## src/hdl/zx_mem_config.svh

```systemverilog
//==================================================
// Bus, page and memory address widths
// Port addresses of the 7FFD, 1FFD and FE ports
//==================================================
`ifndef ZX_MEM_CONFIG_SVH
`define ZX_MEM_CONFIG_SVH

`define ZX_CPU_ADDR_W 16
`define ZX_DATA_W     8
`define ZX_PAGE_OFS_W 14
// ROM flag, 3-bit page, 14-bit offset
`define ZX_MEM_ADDR_W 18

`define ZX_PORT_7FFD  16'h7FFD
`define ZX_PORT_1FFD  16'h1FFD
`define ZX_PORT_FE    16'h00FE
`endif

```

## src/hdl/zx_mem_pkg.sv

```systemverilog
//==================================================
// Shared types of the paging core
// Machine model, RAM page and ROM page numbers
//==================================================

package zx_mem_pkg;

	//==================================================
	// Machine model
	//==================================================
	// Sampled once at reset; 48K has paging locked
	typedef enum logic [1:0] {
		MODEL_48K   = 2'd0,
		MODEL_128K  = 2'd1,
		MODEL_PLUS3 = 2'd2
	} zx_model_t;

	//==================================================
	// Page numbers
	//==================================================
	// Eight 16 KB RAM pages
	typedef logic [2:0] ram_page_t;

	// Four 16 KB ROM pages
	// 48K and 128K only ever reach pages 0 and 1
	typedef logic [1:0] rom_page_t;

endpackage

```

## src/hdl/zx_port_decoder.sv

```systemverilog
//==================================================
// Z80 bus port decoder
// Finds the first cycle of each I/O write and turns
// it into a one-cycle strobe for the 7FFD, 1FFD or
// FE port, with the written data captured alongside
//==================================================
`timescale 1ns/10ps
`include "zx_mem_config.svh"

module zx_port_decoder (
	input  logic                      clk_sys,
	input  logic                      reset,
	input  logic [`ZX_CPU_ADDR_W-1:0] addr,
	input  logic [`ZX_DATA_W-1:0]     dout,
	input  logic                      iorq_n,
	input  logic                      wr_n,
	input  logic                      m1_n,
	input  zx_mem_pkg::zx_model_t     model,
	output logic                      page_wr,
	output logic                      plus3_wr,
	output logic                      ula_wr,
	output logic [`ZX_DATA_W-1:0]     wr_data
);
	import zx_mem_pkg::*;

	logic io_wr;
	logic io_wr_d;
	logic io_wr_start;
	logic sel_7ffd;
	logic sel_1ffd;
	logic sel_fe;

	// I/O write, interrupt acknowledge excluded
	assign io_wr       = ~iorq_n & ~wr_n & m1_n;
	assign io_wr_start = io_wr & ~io_wr_d;

	//==================================================
	// Partial address decode
	//==================================================
	// A14 only matters on +3, where it separates 7FFD from 1FFD
	assign sel_7ffd = ~addr[15] & ~addr[1] & (addr[14] | (model != MODEL_PLUS3));
	assign sel_1ffd = (model == MODEL_PLUS3) & (addr[15:12] == 4'b0001) & ~addr[1];
	assign sel_fe   = ~addr[0];

	// Paging ports win over the ULA port
	always_ff @(posedge clk_sys) begin
		if (reset) begin
			io_wr_d  <= 1'b0;
			page_wr  <= 1'b0;
			plus3_wr <= 1'b0;
			ula_wr   <= 1'b0;
		end else begin
			io_wr_d  <= io_wr;
			page_wr  <= io_wr_start & sel_7ffd;
			plus3_wr <= io_wr_start & sel_1ffd & ~sel_7ffd;
			ula_wr   <= io_wr_start & sel_fe & ~sel_7ffd & ~sel_1ffd;
		end
	end

	// Data travels with the strobe
	always_ff @(posedge clk_sys) begin
		if (io_wr_start) begin
			wr_data <= dout;
		end
	end

	// Only one port is written per bus cycle
	a_strobe_onehot: assert property (
		@(posedge clk_sys) disable iff (reset)
		$onehot0({page_wr, plus3_wr, ula_wr})
	);

endmodule

```

## src/hdl/zx_page_regs.sv

```systemverilog
//==================================================
// Paging register bank
// 7FFD and 1FFD paging state, paging lock, latched
// machine model and the ULA border, EAR and MIC bits
//==================================================
`timescale 1ns/10ps
`include "zx_mem_config.svh"

module zx_page_regs (
	input  logic                  clk_sys,
	input  logic                  reset,
	input  zx_mem_pkg::zx_model_t model_in,
	input  logic                  page_wr,
	input  logic                  plus3_wr,
	input  logic                  ula_wr,
	input  logic [`ZX_DATA_W-1:0] wr_data,
	output zx_mem_pkg::zx_model_t model,
	output zx_mem_pkg::ram_page_t page_ram,
	output zx_mem_pkg::rom_page_t rom_page,
	output logic                  special_en,
	output logic [1:0]            special_cfg,
	output logic [2:0]            border,
	output logic                  ear,
	output logic                  mic
);
	import zx_mem_pkg::*;

	// 7FFD bit 4, 128K ROM select
	logic       rom_lo;
	// 1FFD bits 2..0
	logic [2:0] reg_1ffd;
	logic       page_lock;

	//==================================================
	// Paging registers
	//==================================================
	always_ff @(posedge clk_sys) begin
		if (reset) begin
			model     <= model_in;
			page_ram  <= '0;
			rom_lo    <= 1'b0;
			reg_1ffd  <= '0;
			page_lock <= (model_in == MODEL_48K);
		end else begin
			if (page_wr && !page_lock) begin
				page_ram  <= wr_data[2:0];
				rom_lo    <= wr_data[4];
				// Bit 5 locks paging until the next reset
				page_lock <= wr_data[5];
			end
			if (plus3_wr && !page_lock) begin
				reg_1ffd <= wr_data[2:0];
			end
		end
	end

	//==================================================
	// ULA port
	//==================================================
	always_ff @(posedge clk_sys) begin
		if (reset) begin
			border <= '0;
			ear    <= 1'b0;
			mic    <= 1'b0;
		end else if (ula_wr) begin
			border <= wr_data[2:0];
			mic    <= wr_data[3];
			ear    <= wr_data[4];
		end
	end

	// ROM page by model
	always_comb begin
		case (model)
			MODEL_128K:  rom_page = {1'b0, rom_lo};
			MODEL_PLUS3: rom_page = {reg_1ffd[2], rom_lo};
			default:     rom_page = '0;
		endcase
	end

	assign special_en  = reg_1ffd[0];
	assign special_cfg = reg_1ffd[2:1];

	// Lock is sticky, only reset releases it
	a_lock_sticky: assert property (
		@(posedge clk_sys) disable iff (reset)
		page_lock |=> page_lock
	);

endmodule

```

## src/hdl/zx_addr_map.sv

```systemverilog
//==================================================
// CPU address to flat memory address mapper
// Normal and +3 special paging, ROM write blocking
// and the memory read and write strobes
//==================================================
`timescale 1ns/10ps
`include "zx_mem_config.svh"

module zx_addr_map (
	input  logic                      clk_sys,
	input  logic [`ZX_CPU_ADDR_W-1:0] addr,
	input  logic                      mreq_n,
	input  logic                      rd_n,
	input  logic                      wr_n,
	input  zx_mem_pkg::ram_page_t     page_ram,
	input  zx_mem_pkg::rom_page_t     rom_page,
	input  logic                      special_en,
	input  logic [1:0]                special_cfg,
	output logic [`ZX_MEM_ADDR_W-1:0] mem_addr,
	output logic                      mem_rd,
	output logic                      mem_we
);
	import zx_mem_pkg::*;

	logic [1:0] quarter;
	logic       rom_flag;
	ram_page_t  page;

	assign quarter = addr[`ZX_CPU_ADDR_W-1:`ZX_PAGE_OFS_W];

	//==================================================
	// Page selection
	//==================================================
	always_comb begin
		rom_flag = 1'b0;
		page     = '0;
		if (!special_en) begin
			case (quarter)
				2'd0: begin
					rom_flag = 1'b1;
					page     = {1'b0, rom_page};
				end
				2'd1:    page = 3'd5;
				2'd2:    page = 3'd2;
				default: page = page_ram;
			endcase
		end else begin
			// All-RAM configurations of the +3
			case (special_cfg)
				2'd0:    page = {1'b0, quarter};
				2'd1:    page = {1'b1, quarter};
				2'd2:    page = (quarter == 2'd3) ? 3'd3 : {1'b1, quarter};
				default: begin
					if (quarter == 2'd1) begin
						page = 3'd7;
					end else if (quarter == 2'd3) begin
						page = 3'd3;
					end else begin
						page = {1'b1, quarter};
					end
				end
			endcase
		end
	end

	assign mem_addr = {rom_flag, page, addr[`ZX_PAGE_OFS_W-1:0]};
	assign mem_rd   = ~mreq_n & ~rd_n;
	// ROM is read only
	assign mem_we   = ~mreq_n & ~wr_n & ~rom_flag;

	// ROM region is never written
	a_rom_no_write: assert property (
		@(posedge clk_sys)
		!(mem_we && mem_addr[`ZX_MEM_ADDR_W-1])
	);

endmodule

```

## src/hdl/zx_mem_top.sv

```systemverilog
//==================================================
// Memory paging core top level
// Port decoder, paging register bank, address mapper
//==================================================
`timescale 1ns/10ps
`include "zx_mem_config.svh"

module zx_mem_top (
	input  logic                      clk_sys,
	input  logic                      reset,
	input  zx_mem_pkg::zx_model_t     model,
	input  logic [`ZX_CPU_ADDR_W-1:0] addr,
	input  logic [`ZX_DATA_W-1:0]     dout,
	input  logic                      mreq_n,
	input  logic                      iorq_n,
	input  logic                      rd_n,
	input  logic                      wr_n,
	input  logic                      m1_n,
	output logic [`ZX_MEM_ADDR_W-1:0] mem_addr,
	output logic                      mem_rd,
	output logic                      mem_we,
	output logic [2:0]                border,
	output logic                      ear,
	output logic                      mic
);
	import zx_mem_pkg::*;

	logic                  page_wr;
	logic                  plus3_wr;
	logic                  ula_wr;
	logic [`ZX_DATA_W-1:0] wr_data;
	zx_model_t             model_lat;
	ram_page_t             page_ram;
	rom_page_t             rom_page;
	logic                  special_en;
	logic [1:0]            special_cfg;

	// Decoder follows the model latched at reset
	zx_port_decoder u_port_decoder (
		.clk_sys (clk_sys),
		.reset   (reset),
		.addr    (addr),
		.dout    (dout),
		.iorq_n  (iorq_n),
		.wr_n    (wr_n),
		.m1_n    (m1_n),
		.model   (model_lat),
		.page_wr (page_wr),
		.plus3_wr(plus3_wr),
		.ula_wr  (ula_wr),
		.wr_data (wr_data)
	);

	zx_page_regs u_page_regs (
		.clk_sys    (clk_sys),
		.reset      (reset),
		.model_in   (model),
		.page_wr    (page_wr),
		.plus3_wr   (plus3_wr),
		.ula_wr     (ula_wr),
		.wr_data    (wr_data),
		.model      (model_lat),
		.page_ram   (page_ram),
		.rom_page   (rom_page),
		.special_en (special_en),
		.special_cfg(special_cfg),
		.border     (border),
		.ear        (ear),
		.mic        (mic)
	);

	zx_addr_map u_addr_map (
		.clk_sys    (clk_sys),
		.addr       (addr),
		.mreq_n     (mreq_n),
		.rd_n       (rd_n),
		.wr_n       (wr_n),
		.page_ram   (page_ram),
		.rom_page   (rom_page),
		.special_en (special_en),
		.special_cfg(special_cfg),
		.mem_addr   (mem_addr),
		.mem_rd     (mem_rd),
		.mem_we     (mem_we)
	);

endmodule

```

## config.mk

```make
export PLATFORM = sky130hd
export DESIGN_NAME = zx_mem_top
export DESIGN_NICKNAME = d
export VERILOG_FILES = /design/src/hdl/zx_mem_pkg.sv /design/src/hdl/zx_port_decoder.sv /design/src/hdl/zx_page_regs.sv /design/src/hdl/zx_addr_map.sv /design/src/hdl/zx_mem_top.sv
export VERILOG_INCLUDE_DIRS = /design/src /design/src/hdl
export SDC_FILE = /design/constraint.sdc
export NUM_CORES = 1
export LEC_CHECK = 0
export BUFFER_PORTS_ARGS = -buffer_cell sky130_fd_sc_hd__buf_2
export CORE_MARGIN = 2
export CORE_UTILIZATION = 40
export CTS_CLUSTER_DIAMETER = 100
export DETAILED_ROUTE_END_ITERATION = 8
export GPL_TIMING_DRIVEN = 1
export PLACE_DENSITY = 0.72
export REMOVE_ABC_BUFFERS = 1
export SLEW_MARGIN = 0
export SYNTH_ARGS = -nofsm -noshare
export SYNTH_HDL_FRONTEND = slang
export SYNTH_SLANG_ARGS = --single-unit
```

## constraint.sdc

```tcl
create_clock -name clk_sys -period 2.5 [get_ports clk_sys]
set_clock_uncertainty 0.05 [all_clocks]
set_input_delay 0.375 -clock clk_sys [delete_from_list [all_inputs] [get_ports clk_sys]]
set_output_delay 0.375 -clock clk_sys [all_outputs]
set_load 0.02 [all_outputs]
```

### Word level (Yosys, flattened, before mapping)

Cells that the tools add are included.

| operators by class | value |
|---|---|
| equality and inequality tests | 9 |
| multiplexer cells | 10 |
| bitwise logic cells | 28 |
| reductions and logical operators | 7 |

Operators by type and width:

| kind | number |
|---|---|
| $pmux W3 S3 | 2 |
| $and A1 B1 Y1 | 16 |
| $not A1 Y1 | 11 |
| $mux W3 | 3 |
| $eq A2 B2 Y1 const B | 4 |
| $eq A2 B1 Y1 const B | 3 |
| $logic_not A2 Y1 | 3 |
| $eq A4 B1 Y1 const B | 1 |
| $mux W1 | 4 |
| $pmux W2 S2 | 1 |
| $logic_and A1 B1 Y1 | 2 |
| $ne A2 B2 Y1 const B | 1 |
| $reduce_bool A2 Y1 | 1 |
| $logic_not A1 Y1 | 1 |
| $or A1 B1 Y1 | 1 |

| storage, ports and cells | value |
|---|---|
| bits in registers | 25 |
| output and inout port bits | 25 |
| input bits | 33 |
| word-level logic and storage cells | 67 |

### Logic depth before layout (Yosys ltp)

Gate-level depths: netlist (run 1).

| depth | value |
|---|---|
| depth after elaboration | 7 |
| depth in mapped cells | 5 |
| depth with buffers taken out | 5 |

### Hierarchy

From an unflattened synthesis (run 1), not the netlist that was laid out.

| second synthesis, totals | value |
|---|---|
| cell total of the unflattened synthesis | 112 |
| area total of the unflattened synthesis | 1307.5 um^2 |

Modules (own cells, without submodules):

| module | times used | cells an instance | seq. area each (um^2) | area each (um^2) |
|---|---|---|---|---|
| zx_page_regs | 1 | 58 | 330.3 | 664.4 |
| zx_port_decoder | 1 | 22 | 320.3 | 411.6 |
| zx_addr_map | 1 | 32 | 0.0 | 231.5 |

### Worst setup path after synthesis (run 1)

No wires, ideal clock.

| timing | value |
|---|---|
| path type | input -> output |
| start | input addr[14] |
| end | output mem_addr[15] |
| stages | 4 |
| buffers on the path | 1 |
| slack | 752 ps |
| required time | 2075 ps |
| data arrival time | 1323 ps |
| path through | clkbuf_1 nand2_1 a32o_1 a21oi_1 |

| on the way | value |
|---|---|
| word-level cells in the longest chain between the ends | 5 |
| elaborated cells on any way between the ends | 9 |
| classes of those cells | eq/ne (3); mux (5); reduce/logical (1) |

Ends and longest elaborated chain:

| element | RTL line | RTL |
|---|---|---|
| start: declaration | zx_mem_top.sv:12 | `` input logic [`ZX_CPU_ADDR_W-1:0] addr, `` |
| $eq A2 B2 Y1 | zx_addr_map.sv:52, zx_addr_map.sv:56 |  |
| $mux W3 | zx_addr_map.sv:52, zx_addr_map.sv:56 |  |
| $mux W3 | zx_addr_map.sv:54 | `if (quarter == 2'd1) begin` |
| $pmux W3 S3 | zx_addr_map.sv:49 | `case (special_cfg)` |
| $mux W3 * | zx_addr_map.sv:37 | `if (!special_en) begin` |
| end: declaration | zx_mem_top.sv:19 | `` output logic [`ZX_MEM_ADDR_W-1:0] mem_addr, `` |

Every way passes the cells marked *; elsewhere a longest branch is shown, timed or not.

### Worst setup path after layout (run 1)

| timing | value |
|---|---|
| start | register u_page_regs.model[0] |
| end | output mem_addr[15] |

| on the way | value |
|---|---|
| word-level cells in the longest chain between the ends | 4 |
| elaborated cells on any way between the ends | 5 |
| classes of those cells | eq/ne (2); mux (3) |

Ends and longest elaborated chain:

| element | RTL line | RTL |
|---|---|---|
| start: declaration | zx_page_regs.sv:17 | `output zx_mem_pkg::zx_model_t model,` |
| start signal: assignment | zx_page_regs.sv:39 | `model <= model_in;` |
| $eq A2 B2 Y1 / $eq A2 B1 Y1 (equally long branches) | zx_page_regs.sv:74 | `case (model)` |
| $pmux W2 S2 * | zx_page_regs.sv:74 |  |
| $pmux W3 S3 * | zx_addr_map.sv:38 | `case (quarter)` |
| $mux W3 * | zx_addr_map.sv:37 |  |

Marked as above.

==> flow_metrics.tcl, run 1 <==
set metrics [dict create \
    fin_area_um2 1250 \
    postCtsHoldBufs 0 \
    post_cts_buffers 0 \
    drive_above_1_share_pct 35.7 \
    core-area_um2 2730 \
    die_h_um 57.5 \
    cts_buffer_depth 2 \
    grt_pass1_wl_um 3630 \
    dieArea_um2 3300 \
    hold_slack_ps 179 \
    ys.flop_type "dfxtp_1" \
    placed_area_um2 1220 \
    synth_area_per_cell_um2 10.6 \
    start_util_pct 41.8 \
    cts_tree "yes" \
    cell_internal_pwr_w 0.000521 \
    report.final.slew_viol_count 0 \
    cellLeakagePower_nw 0.546 \
    hold_class "input pin to flip-flop" \
    final_nets 162 \
    period_share_pct 85.5 \
    grt_pass1_vias 821 \
    async_reset_ff_share_pct 0 \
    worstPathArrival_ps 1710 \
    power_frac_comb_pct 10.7 \
    critPathTopFamily "flip-flops" \
    cts.reportedPaths.clkPinSlew_ps 130 \
    portBuffers 35 \
    routedWlPerCell_um 13.6 \
    antenna_found_initial 0 \
    swShare_pct 23.1 \
    rsz0062_at_grt "no" \
    antenna_cells 0 \
    power_density_nw_per_um2 542 \
    clock.fmax_mhz 468 \
    path_cells "inv_1 > ha_1 > nor2b_1 > o21ai_0 > a21oi_1 > buf_2" \
    synthesis.area_um2 1140 \
    required_ps 2080 \
    ctsResizeCount 0 \
    fin_setup_tns_ps 0 \
    track_usage_pct 14.3 \
    hold_violations 0 \
    fp.dieW_um 57.5 \
    synth_edf_count 9 \
    area_delta_synth_final_pct 9.30 \
    synth_cell_types 26 \
    gp_congestion 0.712 \
    ant_nets 0 \
    fillers 261 \
    synth.most_common_cell "nor2_1" \
    yosysSeqAreaShare_pct 51.6 \
    h-tree-depth 1 \
    ys_top_cells_by_count "17 x nor2_1, 16 x dfxtp_1, 15 x buf_4, 12 x mux2i_1, 9 x edfxtp_1" \
    maxCapViolCount 0 \
    cts_root_buffer "clkbuf_4" \
    slowest_delay_ps 430 \
    worstMarginPinSlew_ps 530 \
    worstSetupPathType "flip-flop to output pin" \
    avgViaCountPerCell 5.23 \
    pin_count 58 \
    drt-pass1-iter-count 4 \
    clkPwrFrac_pct 24.9 \
    num_rows 19 \
    drc 0 \
    vias 821 \
    slowest_stage "edfxtp_1" \
    initialDrtViolationCount 18 \
    synth_top_area_share_pct 28.0 \
    crit_path_end_kind "output pin" \
    synth_warnings 0 \
    yosys.area.top_type "dfxtp_1" \
    cts_made_buffers 3 \
    gr-total-overflow 0 \
    outcome "finished, final reports clean" \
    critPathMaxFanout 3 \
    critPathBufInv 2 \
    cts_sinks 25 \
    slew_headroom_pct 64.6 \
    startpoint_type "flip-flop" \
    dpl.hpwl_um 1680 \
    layout_min_cycle_time_ps 2140 \
    ir_worst_vdd_v 0.000325 \
    synthTopCellsByArea "dfxtp_1 28%, edfxtp_1 24%, mux2i_1 11%, buf_4 9.8%, nor2_1 5.6%" \
    wirelength_um 2140 \
    setup_violations 0 \
    grt_max_degree 20 \
    clock_latency_ps 300 \
    seqPwrFrac_pct 64.3 \
    ys_seq_elements 25 \
    syn_inst 108 \
    p_sw_w 0.000156 \
]
-- area by class of cell --
| class | count | area [um2] | share of cell area, % |
|---|---|---|---|
| flip-flops and latches | 25 | 591 | 47.2 |
| inverters | 5 | 18.8 | 1.50 |
| clock buffers | 3 | 22.5 | 1.80 |
| well taps | 31 | 38.8 | 3.10 |
| repair buffers | 35 | 175 | 14.0 |
| multi-input cells | 57 | 399 | 31.9 |
| clock inverters | 1 | 5.00 | 0.400 |
-- final timing paths --
path,startpoint,slack [ps],depth (start not counted),to
setup / recovery,u_page_regs.model[0]$_DFFE_PP_,360,6,mem_addr[15]
hold / removal,addr[0],180,2,u_port_decoder.ula_wr$_SDFF_PP0_
setup reg to reg,u_port_decoder.io_wr_d$_SDFF_PP0_,940,3,u_port_decoder.plus3_wr$_SDFF_PP0_
hold reg to reg,u_port_decoder.wr_data[3]$_DFFE_PP_,460,2,u_page_regs.mic$_SDFFE_PP0P_
-- metal layers --
layer / GRT usage (%) / routed length (um)
met4: 5.65 / 29
met5: 0 / 0
met1: 16.5 / 894
met3: 7.03 / 253
met2: 22.6 / 964
-- through the flow --
step / cells / total power (W) / utilization [%] / setup WS, ps
after detailed placement: 153 / 0.000518 / 44.7 / 711
final: 157 / 0.000677 / 45.7 / 363
after global routing: 157 / 0.000714 / 45.7 / 252
after global placement: 153 / 0.000515 / 44.7 / 739
after floorplan: 87 / 0.000474 / - / 845
after CTS: 157 / 0.000688 / 45.7 / 339
-- cell families (layout without fill, tap and decap cells) --
logic type | count (synthesis) | in the layout | synth area share [%]
simple gates | 32 | 32 | 15.9
fa+ha+maj | 2 | 2 | 2.19
mux | 13 | 13 | 11.5
compound gates | 10 | 10 | 5.36
buf+inv | 26 | 44 | 13.5
flops | 25 | 25 | 51.6
-- power by group through the flow --
stage	Combinational, W	Sequential [W]	Clock, W
after floorplan	0.0000299	0.000444	0
after global placement	0.0000714	0.000444	0
after detailed placement	0.0000732	0.000445	0
after CTS	0.0000735	0.000436	0.000179
after global routing	0.0000795	0.000437	0.000197
final	0.0000727	0.000435	0.000169
-- cell usage in the layout (no fill, tap or decap) --
| master | Yosys | layout |
|---|---|---|
| o21ai_0 | 4 | 4 |
| nand2_1 | 1 | 1 |
| a31oi_1 | 1 | 1 |
| a32o_1 | 1 | 1 |
| nor2_1 | 17 | 17 |
| nor4_1 | 1 | 1 |
| a21oi_1 | 2 | 2 |
| buf_2 | 0 | 35 |
| nor3_1 | 2 | 2 |
| edfxtp_1 | 9 | 9 |
| ha_1 | 2 | 2 |
| nand2b_1 | 2 | 2 |
| or4_4 | 1 | 1 |
| mux2_2 | 1 | 1 |
| inv_1 | 5 | 5 |
| nor4b_1 | 1 | 1 |
| o211ai_1 | 1 | 1 |
| nor2b_1 | 2 | 2 |
| mux2i_1 | 12 | 12 |
| clkbuf_4 | 0 | 3 |
| or2_2 | 2 | 2 |
| a211oi_1 | 1 | 1 |
| or4b_4 | 1 | 1 |
| nand3_1 | 1 | 1 |
| dfxtp_1 | 16 | 16 |
| clkinv_2 | 0 | 1 |
| nor4_4 | 1 | 1 |
-- worst reg2reg max path: cells and delay by family, from the launching register on --
kind / cells / cell delay (ps)
flip-flops: 1 / 320
AND/OR/NAND/NOR: 3 / 1110
-- flip-flops by register name, summed over array words and instances (netlist names) --
name / count
u_page_regs.model: 2
u_port_decoder.wr_data: 6
u_port_decoder.page_wr: 1
u_page_regs.rom_lo: 1
u_page_regs.page_ram: 3
u_page_regs.ear: 1
u_port_decoder.plus3_wr: 1
u_page_regs.mic: 1
u_page_regs.reg_1ffd: 3
u_port_decoder.io_wr_d: 1
u_page_regs.page_lock: 1
u_port_decoder.ula_wr: 1
u_page_regs.border: 3
(Power assumes the default switching activity.)
==> run 2: changes to the inputs <==
CORE_UTILIZATION = 35   (was 40)
PLACE_DENSITY = not set   (was 0.72)
SKIP_CTS_REPAIR_TIMING = 1   (was not set)
==> flow_metrics.tcl, run 2 (same netlist as run 1, synthesis figures left out) <==
set metrics [dict create \
    grt_pass1_wl_um 3580 \
    clkPwrFrac_pct 27.2 \
    area_delta_synth_final_pct 11.1 \
    seqPwrFrac_pct 62.3 \
    rsz0062_at_grt "no" \
    wirelength_um 2100 \
    multiInputGateArea_um2 399 \
    fillers 313 \
    final_nets 162 \
    gp_congestion 0.688 \
    gr-total-overflow 0 \
    core-area_um2 3080 \
    drc 0 \
    cts_made_buffers 3 \
    layout_min_cycle_time_ps 2090 \
    top_register "u_port_decoder.wr_data" \
    cts_tree "yes" \
    hold_class "input pin to flip-flop" \
    vias 782 \
    avgViaCountPerCell 4.60 \
    cell_internal_pwr_w 0.000526 \
    report.final.slew_viol_count 0 \
    hold_violations 0 \
    drt-pass1-iter-count 4 \
    routedWlPerCell_um 12.3 \
    dpl.hpwl_um 1600 \
    startpoint_type "flip-flop" \
    final_cell_mix "35 x buf_2, 17 x nor2_1, 16 x dfxtp_1, 12 x mux2i_1, 9 x edfxtp_1" \
    register_area_um2 591 \
    maxCapViolCount 0 \
    p_sw_w 0.000172 \
    outcome "finished, final reports clean" \
    worstSetupPathType "flip-flop to output pin" \
    fin_setup_tns_ps 0 \
    slew_headroom_pct 65.7 \
    largest_reg_flops 6 \
    worstMarginPinSlew_ps 513 \
    portBuffers 35 \
    power_frac_comb_pct 10.4 \
    initialDrtViolationCount 28 \
    track_usage_pct 13.0 \
    cts.reportedPaths.clkPinSlew_ps 140 \
    cts_sinks 25 \
    period_share_pct 83.5 \
    power_density_nw_per_um2 550 \
    h-tree-depth 1 \
    grt_max_degree 20 \
    cellLeakagePower_nw 0.547 \
    required_ps 2080 \
    mostFrequentLayoutCell "buf_2" \
    grt_pass1_vias 846 \
    setup_violations 0 \
    drive_above_1_share_pct 35.7 \
    critPathMaxFanout 3 \
    finalPower_w 0.000698 \
    num_rows 20 \
    cts_root_buffer "clkbuf_4" \
    swShare_pct 24.6 \
    clock_latency_ps 320 \
    start_util_pct 37.2 \
    crit_path_end_kind "output pin" \
    antenna_found_initial 0 \
    die_h_um 61.2 \
    ir_worst_vdd_v 0.000382 \
    pin_count 58 \
    fp.dieW_um 61.2 \
    cts_buffer_depth 2 \
    ant_nets 0 \
    dieArea_um2 3740 \
    worstPathArrival_ps 1660 \
    clock.fmax_mhz 479 \
    antenna_cells 0 \
]
==> run 2: layout make-up <==
| type | instances | share of cell area [%] |
|---|---|---|
| clock inverter | 1 | 0.690 |
| multi-input combinational | 57 | 31.4 |
| clock buffer | 3 | 1.77 |
| timing repair buffer | 35 | 13.8 |
| inverter | 5 | 1.48 |
| tap | 44 | 4.33 |
| sequential | 25 | 46.5 |
==> run 2: metal layers <==
metal,track usage (%),wire length (um),vias up
met4,1.86,13,0
met1,14.0,909,343
met2,22.6,925,51
li1,-,-,386
met3,7.56,247,2
met5,0,0,-
==> run 2: final timing paths <==
check | slack (ps) | end | from | cells after the start
hold reg to reg | 460 | u_page_regs.page_ram[0]$_SDFFE_PP0P_ | u_page_regs.page_ram[0]$_SDFFE_PP0P_ | 2
setup reg to reg | 950 | u_port_decoder.plus3_wr$_SDFF_PP0_ | u_port_decoder.io_wr_d$_SDFF_PP0_ | 3
hold / removal | 160 | u_port_decoder.wr_data[0]$_DFFE_PP_ | dout[0] | 1
setup / recovery | 410 | mem_addr[15] | u_page_regs.model[0]$_DFFE_PP_ | 6
==> run 2: metrics by stage <==
step / instances / setup WS [ps] / instance area [um2] / util [%] / hold slack, ps
2_1_floorplan: 87 / 845 / 1010 / - / 394
3_3_place_gp: 166 / 736 / 1240 / 40.2 / 423
3_5_place_dp: 166 / 718 / 1240 / 40.2 / 428
4_1_cts: 170 / 389 / 1270 / 41.3 / 150
5_1_grt: 170 / 235 / 1270 / 41.3 / 133
6_report: 170 / 413 / 1270 / 41.3 / 164
==> run 2: power groups by stage <==
stage | logic (W) | registers [W] | clock network [W]
after detailed placement | 0.0000735 | 0.000444 | 0
after CTS | 0.0000738 | 0.000435 | 0.000199
after global placement | 0.0000722 | 0.000444 | 0
after floorplan | 0.0000299 | 0.000444 | 0
final | 0.0000727 | 0.000435 | 0.000190
after global routing | 0.0000814 | 0.000437 | 0.000217
==> run 2: worst max-delay path: stages (launching register included) <==
cell	delay (ps)
edfxtp_1	420
inv_1	70
ha_1	170
nor2b_1	230
o21ai_0	120
a21oi_1	160
buf_2	180
==> run 3: changes to the inputs <==
clock period = 2 ns   (was 2.5 ns; I/O delays follow)
==> flow_metrics.tcl, run 3 (same netlist as run 1, synthesis figures left out) <==
set metrics [dict create \
    outcome "finished, final reports clean" \
    fillers 310 \
    grt_max_degree 20 \
    final_nets 163 \
    drc 0 \
    worstPathArrival_ps 1520 \
    final_util_pct 42.2 \
    dpl.hpwl_um 1630 \
    cts_root_buffer "clkbuf_4" \
    hold_violations 0 \
    grt_pass1_wl_um 3460 \
    r2r_cells 3 \
    cts.reportedPaths.clkPinSlew_ps 140 \
    worst_slack_ps 127 \
    path_cells "ha_2 > or2_4 > a31oi_1 > a21oi_1 > buf_4" \
    initialDrtViolationCount 4 \
    slowest_delay_ps 420 \
    gp_congestion 0.687 \
    largest_reg_flops 6 \
    startpoint_type "flip-flop" \
    start_util_pct 37.2 \
    portBuffers 35 \
    layout_min_cycle_time_ps 1870 \
    crit_cells 5 \
    placed_area_um2 1240 \
    maxCapViolCount 0 \
    drive_above_1_share_pct 38.6 \
    report.final.slew_viol_count 0 \
    period_share_pct 93.7 \
    dieArea_um2 3740 \
    antenna_found_initial 0 \
    die_h_um 61.2 \
    area_delta_synth_final_pct 13.6 \
    pin_count 58 \
    worstMarginPinSlew_ps 525 \
    ir_worst_vdd_v 0.000452 \
    cts_made_buffers 3 \
    core-area_um2 3080 \
    fp.dieW_um 61.2 \
    wirelength_um 2130 \
    finalPower_w 0.000880 \
    setup_violations 0 \
    grt_pass1_vias 796 \
    cellLeakagePower_nw 0.554 \
    critPathTopFamily "flip-flops" \
    pre_cts_ws_ps 292 \
    drt-pass1-iter-count 2 \
    cts_buffer_depth 2 \
    crit_path_end_kind "output pin" \
    clock_latency_ps 320 \
    num_rows 20 \
    mostFrequentLayoutCell "buf_2" \
    required_ps 1650 \
    slew_headroom_pct 64.9 \
    slowest_stage "edfxtp_1" \
    fin_setup_tns_ps 0 \
    power_density_nw_per_um2 678 \
    clock.fmax_mhz 534 \
    critPathBufInv 1 \
    h-tree-depth 1 \
    avgViaCountPerCell 4.60 \
    top_register "u_port_decoder.wr_data" \
    cts_tree "yes" \
    vias 786 \
    ant_nets 0 \
    track_usage_pct 12.7 \
    worstHoldPathCells 1 \
    antenna_cells 0 \
    critPathMaxFanout 3 \
    gr-total-overflow 0 \
    fin_area_um2 1300 \
    final_cell_mix "33 x buf_2, 17 x nor2_1, 16 x dfxtp_1, 12 x mux2i_1, 9 x edfxtp_1" \
    routedWlPerCell_um 12.5 \
    worstSetupPathType "flip-flop to output pin" \
    hold_class "input pin to flip-flop" \
    cts_sinks 25 \
]
[run 3: where the power goes]
| group | switching (W) | total (W) | internal [W] |
|---|---|---|---|
| Combinational | 0.0000542 | 0.0000984 | 0.0000441 |
| Clock | 0.000157 | 0.000238 | 0.0000814 |
| Sequential | 0.00000565 | 0.000544 | 0.000538 |
[run 3: path summary, 6_finish.rpt]
kind / start / end / slack (ps)
setup / recovery: u_page_regs.model[1]$_DFFE_PP_ / mem_addr[14] / 130
hold / removal: dout[5] / u_port_decoder.wr_data[5]$_DFFE_PP_ / 90
setup reg to reg: u_port_decoder.io_wr_d$_SDFF_PP0_ / u_port_decoder.plus3_wr$_SDFF_PP0_ / 450
hold reg to reg: u_page_regs.page_ram[0]$_SDFFE_PP0P_ / u_page_regs.page_ram[0]$_SDFFE_PP0P_ / 460
[run 3: final cells by class]
| type | instances | area [um2] | share of cell area [%] |
|---|---|---|---|
| multi-input combinational | 57 | 415 | 32.0 |
| tap | 44 | 55.1 | 4.24 |
| clock buffer | 3 | 22.5 | 1.73 |
| clock inverter | 1 | 8.76 | 0.674 |
| sequential | 25 | 591 | 45.5 |
| inverter | 5 | 18.8 | 1.45 |
| timing repair buffer | 36 | 188 | 14.5 |
[run 3: per-stage QoR]
stage                     hold slack, ps  std cells
final                               89.2        171
after detailed placement             428        166
after global routing                61.5        171
after CTS                           75.8        170
after global placement               424        166
after floorplan                      319         87
[run 3: metal layers]
metal  wire length, um  GRT usage (%)  share of wire (%)
met5                 0              0                  0
met4                13           1.86               0.61
met3               248           7.56                 12
met2               942           21.4                 44
met1               926           14.0                 43
